<file path="src/design/fetch_pkg.sv">
package fetch_pkg;

    // Byte address of an instruction
    // Used for the PC, fetch address, redirect target and bus address
    typedef logic [31:0] pc_t;

    // Raw 32-bit instruction word as read from memory
    typedef logic [31:0] instr_t;

    // Control FSM states
    typedef enum logic [1:0] {
        // Single cycle after reset before any read is issued
        CTRL_INIT = 2'd0,
        // No read outstanding, free to issue
        CTRL_IDLE = 2'd1,
        // One read outstanding, its word goes to the buffer
        CTRL_BUSY = 2'd2,
        // One read outstanding, its word is stale and gets dropped
        CTRL_DROP = 2'd3
    } ctrl_state_t;

    // First fetch address after reset
    localparam pc_t RESET_PC = 32'h0000_1000;

    // Step between sequential instructions
    // No compressed instructions, so always one word
    localparam pc_t PC_STEP = 32'd4;

endpackage : fetch_pkg

</file>
<file path="src/design/fetch_pc_stage.sv">
`timescale 1ns/1ps

module fetch_pc_stage (
    input  logic           clk,
    input  logic           rst_n,

    // Redirect from later in the pipe, always accepted
    input  logic           redirect_en,
    input  fetch_pkg::pc_t redirect_pc,

    // Step to the next sequential word
    input  logic           pc_advance,

    // Address of the next word to fetch
    output fetch_pkg::pc_t fetch_pc
);

    import fetch_pkg::*;

    pc_t pc_q;
    pc_t pc_next;

    // Next PC selection
    // Redirect has priority over the sequential step
    always_comb begin
        pc_next = pc_q;
        if (redirect_en) begin
            // Fetch is word aligned, drop the byte offset
            pc_next = {redirect_pc[31:2], 2'b00};
        end else if (pc_advance) begin
            pc_next = pc_q + PC_STEP;
        end
    end

    // Program counter register
    always_ff @(posedge clk) begin
        if (!rst_n) begin
            pc_q <= RESET_PC;
        end else begin
            pc_q <= pc_next;
        end
    end

    // PC is the fetch address directly
    // The bus port captures it on rd_start
    assign fetch_pc = pc_q;

    // PC must be known once out of reset
    // It feeds the bus address and the decode PC downstream
    a_pc_known: assert property (
        @(posedge clk) disable iff (!rst_n)
        !$isunknown(fetch_pc)
    ) else $error("fetch_pc unknown out of reset");

    // Redirect target should already be word aligned
    // Low bits are dropped above, so a misaligned target points to an upstream bug
    a_redirect_aligned: assert property (
        @(posedge clk) disable iff (!rst_n)
        redirect_en |-> (redirect_pc[1:0] == 2'b00)
    ) else $error("misaligned redirect target %h", redirect_pc);

endmodule : fetch_pc_stage

</file>
<file path="src/design/fetch_imem_port.sv">
`timescale 1ns/1ps

module fetch_imem_port (
    input  logic              clk,
    input  logic              rst_n,

    // Request side from control
    input  logic              rd_start,
    input  fetch_pkg::pc_t    rd_addr,
    output logic              rd_done,
    output fetch_pkg::instr_t rd_data,

    // Wishbone classic master, read only
    output logic              wb_cyc,
    output logic              wb_stb,
    output fetch_pkg::pc_t    wb_adr,
    input  fetch_pkg::instr_t wb_rdata,
    input  logic              wb_ack
);

    // High from the edge after rd_start through the ack cycle
    logic busy_q;

    // Bus cycle tracking
    always_ff @(posedge clk) begin
        if (!rst_n) begin
            busy_q <= 1'b0;
        end else if (rd_start) begin
            busy_q <= 1'b1;
        end else if (busy_q && wb_ack) begin
            // Release cyc and stb on the edge after ack
            busy_q <= 1'b0;
        end
    end

    // Address register
    // Loaded once per read and held for the whole strobe
    always_ff @(posedge clk) begin
        if (rd_start) begin
            wb_adr <= rd_addr;
        end
    end

    // Single transfer per cycle, so cyc and stb move together
    assign wb_cyc = busy_q;
    assign wb_stb = busy_q;

    // Ignore any ack outside our own cycle
    assign rd_done = busy_q && wb_ack;

    // Data only meaningful with rd_done
    assign rd_data = wb_rdata;

    // Address holds until the slave acks
    a_adr_stable: assert property (
        @(posedge clk) disable iff (!rst_n)
        wb_stb && !wb_ack |=> wb_stb && $stable(wb_adr)
    ) else $error("wb_adr changed during strobe");

    // Control must keep at most one read outstanding
    a_no_overlap: assert property (
        @(posedge clk) disable iff (!rst_n)
        rd_start |-> !busy_q
    ) else $error("rd_start while a read is still outstanding");

endmodule : fetch_imem_port

</file>
<file path="src/design/fetch_align_stage.sv">
`timescale 1ns/1ps

module fetch_align_stage (
    input  logic              clk,
    input  logic              rst_n,

    // Buffer control from the FSM
    input  logic              buf_load,
    input  logic              buf_flush,

    // Word returning from the bus and the current fetch PC
    input  fetch_pkg::pc_t    load_pc,
    input  fetch_pkg::instr_t load_instr,

    // Status back to control
    output logic              buf_full,
    output logic              buf_pop,

    // Decode handshake
    output logic              instr_valid,
    input  logic              instr_ready,
    output fetch_pkg::pc_t    instr_pc,
    output fetch_pkg::instr_t instr
);

    import fetch_pkg::*;

    logic   full_q;
    pc_t    pc_q;
    instr_t instr_q;

    // PC stepped on the rd_start edge, so the returning word sits one step behind
    // Any redirect in between sends control to DROP, so no load sees a moved PC
    pc_t word_pc;
    assign word_pc = load_pc - PC_STEP;

    // Occupancy with flush winning over a same-cycle load
    always_ff @(posedge clk) begin
        if (!rst_n) begin
            full_q <= 1'b0;
        end else if (buf_flush) begin
            full_q <= 1'b0;
        end else if (buf_load) begin
            full_q <= 1'b1;
        end else if (buf_pop) begin
            full_q <= 1'b0;
        end
    end

    // Payload captured with each load
    always_ff @(posedge clk) begin
        if (buf_load) begin
            pc_q    <= word_pc;
            instr_q <= load_instr;
        end
    end

    assign buf_full = full_q;

    // Valid dropped in the redirect cycle itself
    assign instr_valid = full_q && !buf_flush;
    assign buf_pop     = instr_valid && instr_ready;

    assign instr_pc = pc_q;
    assign instr    = instr_q;

    // Stalled item holds until taken, unless a redirect throws it away
    a_hold_stall: assert property (
        @(posedge clk) disable iff (!rst_n)
        instr_valid && !instr_ready |=>
            buf_flush || (instr_valid && $stable(instr_pc) && $stable(instr))
    ) else $error("decode output changed while stalled");

endmodule : fetch_align_stage

</file>
<file path="src/design/fetch_ctrl.sv">
`timescale 1ns/1ps

module fetch_ctrl (
    input  logic clk,
    input  logic rst_n,

    input  logic redirect_en,

    // Buffer status from the align stage
    input  logic buf_full,
    input  logic buf_pop,

    // End of the outstanding read
    input  logic rd_done,

    output logic pc_advance,
    output logic rd_start,
    output logic buf_load,
    output logic buf_flush
);

    import fetch_pkg::*;

    ctrl_state_t state_q;
    ctrl_state_t state_next;

    // Buffer can take a word if empty or emptied this cycle
    logic buf_space;
    logic issue;

    assign buf_space = !buf_full || buf_pop;

    // Never issue during a redirect, the PC is being reloaded
    assign issue = (state_q == CTRL_IDLE) && !redirect_en && buf_space;

    assign rd_start   = issue;
    // PC steps on the same edge the port captures it
    assign pc_advance = issue;

    // Only a live read fills the buffer; a redirect in the ack cycle kills it
    assign buf_load  = (state_q == CTRL_BUSY) && rd_done && !redirect_en;
    assign buf_flush = redirect_en;

    // Next state
    always_comb begin
        state_next = state_q;
        case (state_q)
            CTRL_INIT: state_next = CTRL_IDLE;
            CTRL_IDLE: begin
                if (issue) begin
                    state_next = CTRL_BUSY;
                end
            end
            CTRL_BUSY: begin
                if (rd_done) begin
                    state_next = CTRL_IDLE;
                end else if (redirect_en) begin
                    // Word still in flight belongs to the old stream
                    state_next = CTRL_DROP;
                end
            end
            CTRL_DROP: begin
                if (rd_done) begin
                    state_next = CTRL_IDLE;
                end
            end
            default: state_next = CTRL_INIT;
        endcase
    end

    always_ff @(posedge clk) begin
        if (!rst_n) begin
            state_q <= CTRL_INIT;
        end else begin
            state_q <= state_next;
        end
    end

    a_state_known: assert property (
        @(posedge clk) disable iff (!rst_n)
        !$isunknown(state_q)
    ) else $error("control state unknown");

    // Back-pressure at issue time must leave room when the word returns
    a_no_overflow: assert property (
        @(posedge clk) disable iff (!rst_n)
        buf_load |-> (!buf_full || buf_pop)
    ) else $error("buffer overflow in state %s", state_q.name());

endmodule : fetch_ctrl

</file>
<file path="src/design/fetch_top.sv">
`timescale 1ns/1ps

module fetch_top (
    input  logic              clk,
    input  logic              rst_n,

    // Redirect request, one cycle, no handshake
    input  logic              redirect_en,
    input  fetch_pkg::pc_t    redirect_pc,

    // Wishbone classic instruction bus
    output logic              wb_cyc,
    output logic              wb_stb,
    output fetch_pkg::pc_t    wb_adr,
    input  fetch_pkg::instr_t wb_rdata,
    input  logic              wb_ack,

    // Decode side
    output logic              instr_valid,
    input  logic              instr_ready,
    output fetch_pkg::pc_t    instr_pc,
    output fetch_pkg::instr_t instr
);

    import fetch_pkg::*;

    // Control to datapath
    logic   pc_advance;
    logic   rd_start;
    logic   buf_load;
    logic   buf_flush;

    // Datapath back to control
    logic   rd_done;
    logic   buf_full;
    logic   buf_pop;

    pc_t    fetch_pc;
    instr_t rd_data;

    fetch_ctrl u_fetch_ctrl (
        .clk         (clk),
        .rst_n       (rst_n),
        .redirect_en (redirect_en),
        .buf_full    (buf_full),
        .buf_pop     (buf_pop),
        .rd_done     (rd_done),
        .pc_advance  (pc_advance),
        .rd_start    (rd_start),
        .buf_load    (buf_load),
        .buf_flush   (buf_flush)
    );

    fetch_pc_stage u_fetch_pc_stage (
        .clk         (clk),
        .rst_n       (rst_n),
        .redirect_en (redirect_en),
        .redirect_pc (redirect_pc),
        .pc_advance  (pc_advance),
        .fetch_pc    (fetch_pc)
    );

    fetch_imem_port u_fetch_imem_port (
        .clk      (clk),
        .rst_n    (rst_n),
        .rd_start (rd_start),
        .rd_addr  (fetch_pc),
        .rd_done  (rd_done),
        .rd_data  (rd_data),
        .wb_cyc   (wb_cyc),
        .wb_stb   (wb_stb),
        .wb_adr   (wb_adr),
        .wb_rdata (wb_rdata),
        .wb_ack   (wb_ack)
    );

    // Align stage sees the live PC, the word PC is derived inside
    fetch_align_stage u_fetch_align_stage (
        .clk         (clk),
        .rst_n       (rst_n),
        .buf_load    (buf_load),
        .buf_flush   (buf_flush),
        .load_pc     (fetch_pc),
        .load_instr  (rd_data),
        .buf_full    (buf_full),
        .buf_pop     (buf_pop),
        .instr_valid (instr_valid),
        .instr_ready (instr_ready),
        .instr_pc    (instr_pc),
        .instr       (instr)
    );

endmodule : fetch_top

</file>
<file path="config.mk">
export PLATFORM = sky130hd
export DESIGN_NAME = fetch_top
export DESIGN_NICKNAME = d
export VERILOG_FILES = /design/src/design/fetch_pkg.sv /design/src/design/fetch_pc_stage.sv /design/src/design/fetch_imem_port.sv /design/src/design/fetch_align_stage.sv /design/src/design/fetch_ctrl.sv /design/src/design/fetch_top.sv
export SDC_FILE = /design/constraint.sdc
export NUM_CORES = 1
export LEC_CHECK = 0
export BUFFER_PORTS_ARGS = -buffer_cell sky130_fd_sc_hd__buf_2
export CORE_ASPECT_RATIO = 1.2
export CORE_MARGIN = 1
export CORE_UTILIZATION = 56
export DETAILED_ROUTE_END_ITERATION = 8
export HOLD_SLACK_MARGIN = 0.15
export PLACE_DENSITY = 0.82
export RECOVER_POWER = 100
export SETUP_SLACK_MARGIN = 0.02
export SYNTH_ARGS = -nofsm -noshare
export SYNTH_HDL_FRONTEND = slang
export SYNTH_HIERARCHICAL = 1
export SYNTH_SLANG_ARGS = --single-unit
</file>
<file path="constraint.sdc">
create_clock -name clk -period 7.9 [get_ports clk]
set_input_delay 0.395 -clock clk [delete_from_list [all_inputs] [get_ports clk]]
set_output_delay 0.395 -clock clk [all_outputs]
set_load 0.01 [all_outputs]
</file>
==> reports/summary.txt, run 1 <==
outcome: finished, violations left
failing checks: capacitance limit, slew limit
layout cells sized above 1: 0.167
max-cap violation count: 2
Tightest Pin Transition: 2370 ps
achievable frequency: 233 MHz
post-synthesis cell count: 481
Worst path max stage delay: 1120 ps
largest net degree at the start of global routing: 48
Hold Path Origin: wb_rdata[4]
post-synth top area cell: edfxtp_1
Worst Path Max Fanout: 47
Routed WL: 13.7 mm
fin area: 0.00712 mm^2
vias in the first global route: 4222
Final Hold Viols: 0
num rows: 40
Overflow after GRT: 0
internal power: 1310 uW
period utilization: 0.542
Comb power frac: 0.075
Avg Synthesized Cell Area: 12.3 um^2
pwr dens: 240 mW/mm^2
largest cells by area after synthesis: edfxtp_1, dfxtp_1, buf_4
max_slew headroom: -0.580
Power Total: 1710 uW
cell mode on critical path: a21oi_1
CTS tree: built
Vias: 4363
Reg2Reg Depth: 10
Starting Density: 0.582
VDD IR max: 0.150 mV
die height: 115 um
CTS Root Cell: clkbuf_16
Die X: 95.8 um
Die ar.: 0.0110 mm^2
depth of the CTS H-tree: 4
CP arrival: 4580 ps
Register Area: 0.00356 mm^2
crit path launch type: input port
RSZ-0062 raised after global routing: false
area of the multi-input gates: 0.00188 mm^2
LEAKAGE: 0.00258 uW
most common cell after layout, fill and taps aside: clkbuf_1
NetSw: 393 uW
total track usage: 0.257
clock sinks: 130
Max Slew Vio Count: 86
clock slew at reported path FFs: 50 ps
Antenna diodes: 0
DP Area: 0.00659 mm^2
core area: 0.0102 mm^2
filler instances: 803
Tmin final: 4280 ps
number of flops mapped to enable cells by yosys: 96
Setup crit end: u_fetch_pc_stage/fetch_pc[20]
most frequent cells in the layout: clkbuf_1, edfxtp_1, buf_2, nand2_1, dfxtp_1
WP data required: 8200 ps
clock buffer depth: 2
worst clock skew: 3.96 ps
drt first pass iters: 5
R2R setup slack: 4060 ps
Final setup violation count: 0
cts repair resizes: 0
DRC violations left: 0
routed length per instance: 17.8 um
io pins: 168
Setup CP Type: in2reg
critical path's slowest cell: nor4_1
Post-DP HPWL: 8.87 mm
post-synth top area share: 0.487
Reg-to-Reg End: u_fetch_pc_stage/fetch_pc[20]
Via-to-Cell Ratio: 5.65
Sw Share: 0.230
DRT iter0 DRCs: 331
Async S/R FF share, synth: 0
hold crit path type: in2reg
Num CTS Buffers: 17
critical path endpoint category: register
layout net count: 707
Main synth FF type: edfxtp_1
sequential area share after synthesis: 0.602
Reg2Reg Launch Point: u_fetch_align_stage/buf_full
worst skew pair latency: 410 ps
Reg power frac: 0.468
CP cell instances: clkbuf_1, nor2b_1, and2_0, inv_1, a21oi_1, and2_2, buf_4, nand4_1, nor4_1, a21oi_1, o221a_2
routability cong.: 0.808
synthesis warning total: 6
antenna violations before repair: 0
post-synthesis register bit count: 130
synth unique cells: 62
setup_tns: 0 ps
CP startpoint: redirect_en
Area Overhead vs Synth: 20.4%
port buffer count: 165
global-route wire length before repair: 20.9 mm
Post-Syn Area: 0.00592 mm^2
ANT nets after route: 0
clock share of power: 0.457
==> what timing repair did <==
item                                    in CTS  in global routing
endpoints found under the setup margin       0                  0
buffers inserted                             0                  0
endpoints found under the hold margin       14                  2
hold buffers                                14                  2
==> layer usage <==
metal  part of all wire  GRT usage  wire, um
met1               0.39      0.296      5350
met2               0.51      0.448      7020
met3              0.077     0.0631      1060
met5                  0          0         0
met4              0.021      0.110       286
==> cell type report <==
type	count	share of cell area
clock buffers	18	0.0602
clock inverters	14	0.0230
inverters	17	0.00896
multi-input cells	284	0.264
flip-flops and latches	130	0.500
well taps	126	0.0221
repair buffers	183	0.122
==> sequential cells by signal (all words and copies together), names as in the netlist <==
register                      cells
u_fetch_align_stage/buf_full      1
u_fetch_align_stage/instr        32
u_fetch_align_stage/instr_pc     32
u_fetch_ctrl/state_q              2
u_fetch_imem_port/wb_adr         32
u_fetch_imem_port/wb_cyc          1
u_fetch_pc_stage/fetch_pc        30
==> cells by family (layout without fill, tap and decap cells) <==
family          Yosys count  after routing  share of synthesized area
buf+inv                  68            232                     0.0668
fa+ha+maj                 5              5                     0.0106
compound gates           71             71                     0.0827
xor+xnor                 36             36                     0.0533
other cells               1              2                   0.000634
flops                   130            130                      0.602
simple gates            167            167                      0.178
mux                       3              3                    0.00529
==> worst min-delay path by stage <==
stage,slack (ps),to,cells after the start
final,160,u_fetch_align_stage/instr[4],1
after global routing,150,u_fetch_align_stage/instr[4],1
after CTS,150,u_fetch_align_stage/instr[6],1
after detailed placement,520,u_fetch_ctrl/state_q[1],2
after global placement,480,u_fetch_ctrl/state_q[1],2
after floorplan,470,u_fetch_ctrl/state_q[1],2
==> synthesized netlist by cell type, types with 2 or more instances <==
library cell / instances
nor2_1: 13
or4_1: 3
or3_1: 5
o31ai_1: 3
and2_1: 4
nand4b_1: 2
nand3_1: 15
nor3b_1: 4
o311a_1: 6
nor4_2: 2
nor2b_1: 3
inv_1: 16
nor4_1: 14
clkbuf_1: 12
nand2_1: 37
edfxtp_1: 96
nand4_4: 3
o311ai_0: 2
nor3_2: 2
nand4_1: 13
mux2i_1: 2
ha_1: 5
a31oi_1: 3
o211a_1: 4
and4_1: 4
nand4_2: 2
nand2b_1: 7
nor4_4: 3
nor3_1: 20
o21ai_0: 20
o21a_1: 6
buf_4: 37
xnor2_1: 15
a21o_1: 3
dfxtp_1: 34
a21oi_1: 11
xor2_1: 21
a211oi_1: 5
==> stage by stage <==
stage	hold WS (ps)	util	cells	setup WS (ps)
6_report	165	0.701	772	3620
5_1_grt	151	0.701	772	3120
4_1_cts	151	0.721	770	4230
3_5_place_dp	516	0.649	724	3890
3_3_place_gp	478	0.649	724	4030
2_1_floorplan	471	-	482	5070
==> power groups by stage <==
stage	registers, uW	logic (uW)	clock network, uW
3_5_place_dp	813	127	0
6_report	799	128	781
5_1_grt	803	141	822
2_1_floorplan	809	89.0	0
3_3_place_gp	812	120	0
4_1_cts	799	134	792
==> critical path: cells and delay by family <==
family,cells,cell delay [ps]
compound gates,3,710
buf+inv,3,1160
simple gates,5,2300
No activity file was read; power rests on OpenSTA's default activity.
==> inputs of run 2 (changes only) <==
Settings changed: CORE_UTILIZATION 56 to 47, PLACE_DENSITY 0.82 to 0.73.
Clock period 7.9 ns to 3.7 ns, I/O delays scaled along.
==> reports/summary.txt, run 2 (synthesis results as in run 1) <==
Post-DP HPWL: 9.01 mm
die height: 125 um
Die ar.: 0.0130 mm^2
Worst path max stage delay: 530 ps
routability cong.: 0.819
Via-to-Cell Ratio: 5.32
Antenna diodes: 0
layout net count: 755
num rows: 44
hold crit path type: in2reg
critical path endpoint category: register
global-route wire length before repair: 22.6 mm
vias in the first global route: 4498
clock buffer depth: 2
io pins: 168
VDD IR max: 0.234 mV
CP cell instances: nor2b_1, and2_0, inv_1, a21oi_1, and2_2, buf_4, nand4_1, nor4_1, buf_4, a21oi_1, o221a_2
Reg2Reg Depth: 11
Vias: 4550
LEAKAGE: 0.00276 uW
max-cap violation count: 1
port buffer count: 165
DRC violations left: 0
post-route core utilization: 0.628
min setup slack post-route: 510 ps
Tmin final: 3190 ps
outcome: finished, violations left
setup_tns: 0 ps
Area Overhead vs Synth: 29.0%
antenna violations before repair: 0
M1 wire length: 6.05 mm
period utilization: 0.862
CTS Root Cell: clkbuf_16
pwr dens: 479 mW/mm^2
largest net degree at the start of global routing: 48
most frequent cells in the layout: clkbuf_1, edfxtp_1, dlygate4sd3_1, buf_2, nand2_1
Overflow after GRT: 0
pre-CTS setup slack: 710 ps
CP startpoint: u_fetch_align_stage/buf_full
Reg2Reg Launch Point: u_fetch_align_stage/buf_full
WL met3: 849 um
hold depth: 3
RSZ-0062 raised after global routing: false
critical path's slowest cell: buf_4
Final Hold Viols: 0
Cell Count, Final, Fillers Out: 855
achievable frequency: 314 MHz
routed length per instance: 17.1 um
Starting Density: 0.486
DRT iter0 DRCs: 294
Hold Path Origin: redirect_pc[27]
Num CTS Buffers: 17
Routed WL: 14.6 mm
filler instances: 990
Worst Path Max Fanout: 47
failing checks: capacitance limit, slew limit
metal2 WL: 7.55 mm
worst clock skew: 9.61 ps
CP arrival: 3480 ps
layout cells sized above 1: 0.159
top sig layer: met4
ANT nets after route: 0
clock slew at reported path FFs: 60 ps
crit path launch type: register
Die X: 104 um
R2R setup slack: 510 ps
WP data required: 3990 ps
placed insts: 761
total track usage: 0.224
most common cell after layout, fill and taps aside: clkbuf_1
cts repair resizes: 0
Setup CP Type: reg2reg
setup bufs post-CTS: 0
Final setup violation count: 0
drt first pass iters: 5
Reg-to-Reg End: u_fetch_pc_stage/fetch_pc[20]
Hold-fix buffers, CTS: 62
Worst Hold End: u_fetch_pc_stage/fetch_pc[27]
worst skew pair latency: 410 ps
Max Slew Vio Count: 35
depth of the CTS H-tree: 4
CTS tree: built
WHS: 161 ps
Tightest Pin Transition: 1590 ps
core area: 0.0122 mm^2
clock sinks: 130
max_slew headroom: -0.0608
-- run 2: worst max path at each step --
stage,to,slack [ps],cells past startpoint
detailed placement,u_fetch_pc_stage/fetch_pc[20],710,11
global placement,u_fetch_pc_stage/fetch_pc[20],820,11
CTS,u_fetch_pc_stage/fetch_pc[20],690,11
global route,u_fetch_align_stage/instr_pc[25],330,3
floorplan,u_fetch_pc_stage/fetch_pc[23],1030,10
finish,u_fetch_pc_stage/fetch_pc[20],510,11
-- run 2: cell type report --
type                       instances  area (um^2)  area share
clock buffer                      18          429      0.0562
clock inverter                    14          158      0.0206
sequential                       130         3560       0.467
tap                              161          201      0.0264
inverter                          17         63.8     0.00836
timing repair buffer             231         1340       0.176
multi-input combinational        284         1880       0.246
-- run 2: report_power, final --
| group | switching (uW) | total (uW) | internal [uW] | leakage (uW) |
|---|---|---|---|---|
| Sequential | 77.5 | 1710 | 1630 | 0.00116 |
| Combinational | 158 | 312 | 154 | 0.00133 |
| Clock | 640 | 1640 | 1000 | 0.000271 |
| Total | 875 | 3660 | 2780 | 0.00276 |
-- run 2: through the flow --
step	area [um^2]	power, uW
after global placement	6660	2000
after detailed placement	6660	2010
final	7630	3660
after global routing	7630	3790
after CTS	7870	3700
after floorplan	5920	1920
-- run 2: worst max-delay path: cells and delay by family (launching register included) --
family | cells | cell delay, ps
AND/OR/NAND/NOR | 5 | 1370
buffers and inverters | 3 | 780
AO/OA/AOI/OAI | 3 | 570
flip-flops | 1 | 350
-- run 2: layer usage --
metal  vias to the layer above  GRT usage
li1                       2174          -
met1                      2174      0.267
met2                       183      0.391
met3                        19     0.0513
met4                         0     0.0857
met5                         -          0
==> inputs of run 3 (changes only) <==
Settings changed: ABC_AREA set to 1, CORE_UTILIZATION 47 to 48, PLACE_DENSITY 0.73 to 0.74.
==> reports/summary.txt, run 3 <==
outcome: finished, violations left
failing checks: capacitance limit, slew limit
synth cell count leaders: nand2_1, edfxtp_1, nor2_1
post-synthesis cell count: 672
depth of the CTS H-tree: 4
Hold Path Origin: instr_ready
worst skew pair latency: 410 ps
crit path launch type: register
Antenna diodes: 0
min setup slack post-route: 1130 ps
die height: 128 um
post-route core utilization: 0.648
Final setup violation count: 0
post-synth top area cell: edfxtp_1
DP Area: 0.00712 mm^2
Async S/R FF share, synth: 0
filler instances: 1077
DRT iter0 DRCs: 327
Setup CP Type: reg2reg
DRC violations left: 0
core area: 0.0128 mm^2
max_slew headroom: -0.0250
Worst Hold End: u_fetch_align_stage/buf_full
most frequent cells in the layout: nand2_1, clkbuf_1, edfxtp_1, nor2_1, dlygate4sd3_1
Post-DP HPWL: 10.1 mm
Worst Path Buf+Inv: 4
most common cell after layout, fill and taps aside: nand2_1
Tmin final: 2570 ps
WP data required: 4040 ps
Avg Synthesized Cell Area: 9.49 um^2
antenna violations before repair: 0
layout cells sized above 1: 0.152
setup_tns: 0 ps
RSZ-0062 raised after global routing: false
io pins: 168
Via-to-Cell Ratio: 4.94
critical path endpoint category: register
post-synthesis register bit count: 130
Area Overhead vs Synth: 29.9%
Die X: 107 um
LEAKAGE: 0.00319 uW
Die ar.: 0.0138 mm^2
Reg-to-Reg End: u_fetch_pc_stage/fetch_pc[30]
Routed WL: 15.3 mm
layout net count: 956
worst clock skew: 6.37 ps
Num CTS Buffers: 17
cts repair resizes: 0
post-synth top area share: 0.452
fin area: 0.00828 mm^2
clock buffer depth: 2
top-count cell post-synth: nand2_1
sequential area share after synthesis: 0.559
synth unique cells: 36
routed length per instance: 14.5 um
Worst path max stage delay: 630 ps
clock sinks: 130
Reg2Reg Depth: 10
clock slew at reported path FFs: 60 ps
CP arrival: 2900 ps
port buffer count: 165
max-cap violation count: 1
hold depth: 6
Main synth FF type: edfxtp_1
vias in the first global route: 4853
CTS tree: built
routability cong.: 0.885
ANT nets after route: 0
number of flops mapped to enable cells by yosys: 96
num rows: 45
period utilization: 0.694
largest net degree at the start of global routing: 39
R2R setup slack: 1130 ps
total track usage: 0.229
Overflow after GRT: 0
drt first pass iters: 6
Post-Syn Area: 0.00638 mm^2
VDD IR max: 0.361 mV
CTS Root Cell: clkbuf_16
Vias: 5231
CP cell instances: bufinv_8, ha_1, inv_1, nor2_2, nand2_1, inv_1, nor2_1, clkbuf_1, a22oi_1, a21oi_1
synthesis warning total: 6
cell mode on critical path: inv_1
pwr dens: 510 mW/mm^2
critical path's slowest cell: clkbuf_1
global-route wire length before repair: 23.9 mm
Reg2Reg Launch Point: u_fetch_ctrl/state_q[1]
Final Hold Viols: 0
pre-CTS setup slack: 1420 ps
Starting Density: 0.499
hold crit path type: in2reg
Worst Path Max Fanout: 16
Tightest Pin Transition: 1540 ps
largest cells by area after synthesis: edfxtp_1, dfxtp_1, nand2_1
setup bufs post-CTS: 0
CP delay by family, top: buffers and inverters
Max Slew Vio Count: 30
achievable frequency: 390 MHz
## run 3: cell count changes after synthesis, moves of 12 or more
cell,previous run,this run
nor3_1,20,1
nor2_1,13,81
nand2_1,37,161
nand2_2,0,14
inv_1,16,58
nor4_1,14,0
a22oi_1,0,20
a21oi_1,11,23
nand3_1,15,37
nor2_4,0,14
## run 3: worst reg2reg max path, cell delays in order (launching register included)
cell,delay (ps)
dfxtp_1,350
bufinv_8,190
ha_1,180
inv_1,100
nor2_2,40
nand2_1,90
inv_1,60
nor2_1,490
clkbuf_1,630
a22oi_1,160
a21oi_1,190
## run 3: kinds of logic (layout without fill, tap and decap cells)
| family | Yosys count | in the layout | synth area share |
|---|---|---|---|
| flops | 130 | 130 | 0.559 |
| fa+ha+maj | 5 | 5 | 0.00981 |
| compound gates | 70 | 70 | 0.0673 |
| xor+xnor | 22 | 22 | 0.0302 |
| other cells | 1 | 2 | 0.000588 |
| simple gates | 334 | 334 | 0.242 |
| buf+inv | 110 | 332 | 0.0916 |
## run 3: cell type report
| type | instances | area, um^2 | area share |
|---|---|---|---|
| clock inverter | 14 | 234 | 0.0283 |
| multi-input combinational | 433 | 2190 | 0.264 |
| clock buffer | 18 | 429 | 0.0518 |
| timing repair buffer | 236 | 1410 | 0.170 |
| sequential | 130 | 3560 | 0.430 |
| tap | 164 | 205 | 0.0248 |
| inverter | 64 | 254 | 0.0307 |
## run 3: what timing repair did
item | CTS | global route
endpoints found under the hold margin | 66 | 0
endpoints found under the setup margin | 0 | 0
hold buffers | 68 | 0
## run 3: metrics by stage
step / total power, uW / hold slack, ps / std cells
after global routing: 4380 / 239 / 1059
after detailed placement: 2330 / 363 / 959
final: 4230 / 203 / 1059
after floorplan: 2170 / 283 / 673
after global placement: 2320 / 362 / 959
after CTS: 4280 / 188 / 1059
## run 3: worst max-delay path by stage
stage / slack (ps) / endpoint / depth (start not counted) / start
4_1_cts: 1410 / u_fetch_imem_port/wb_cyc / 10 / u_fetch_ctrl/state_q[1]
5_1_grt: 900 / u_fetch_pc_stage/fetch_pc[27] / 10 / u_fetch_ctrl/state_q[1]
6_report: 1130 / u_fetch_pc_stage/fetch_pc[30] / 10 / u_fetch_ctrl/state_q[1]
2_1_floorplan: 960 / u_fetch_align_stage/buf_full / 6 / u_fetch_ctrl/state_q[0]
3_3_place_gp: 1440 / u_fetch_pc_stage/fetch_pc[30] / 12 / redirect_en
3_5_place_dp: 1420 / u_fetch_pc_stage/fetch_pc[30] / 12 / redirect_en
## run 3: power by group
group / switching, uW / internal (uW) / total, uW
Combinational: 325 / 226 / 551
Sequential: 98.3 / 1680 / 1780
Clock: 630 / 1260 / 1890
Total: 1050 / 3170 / 4230
## run 3: layer usage
layer	global-route usage	vias to the layer above	share of wire
li1	-	2602	-
met5	0	-	0
met2	0.393	216	0.49
met3	0.0498	29	0.076
met1	0.275	2384	0.41
met4	0.0983	0	0.023
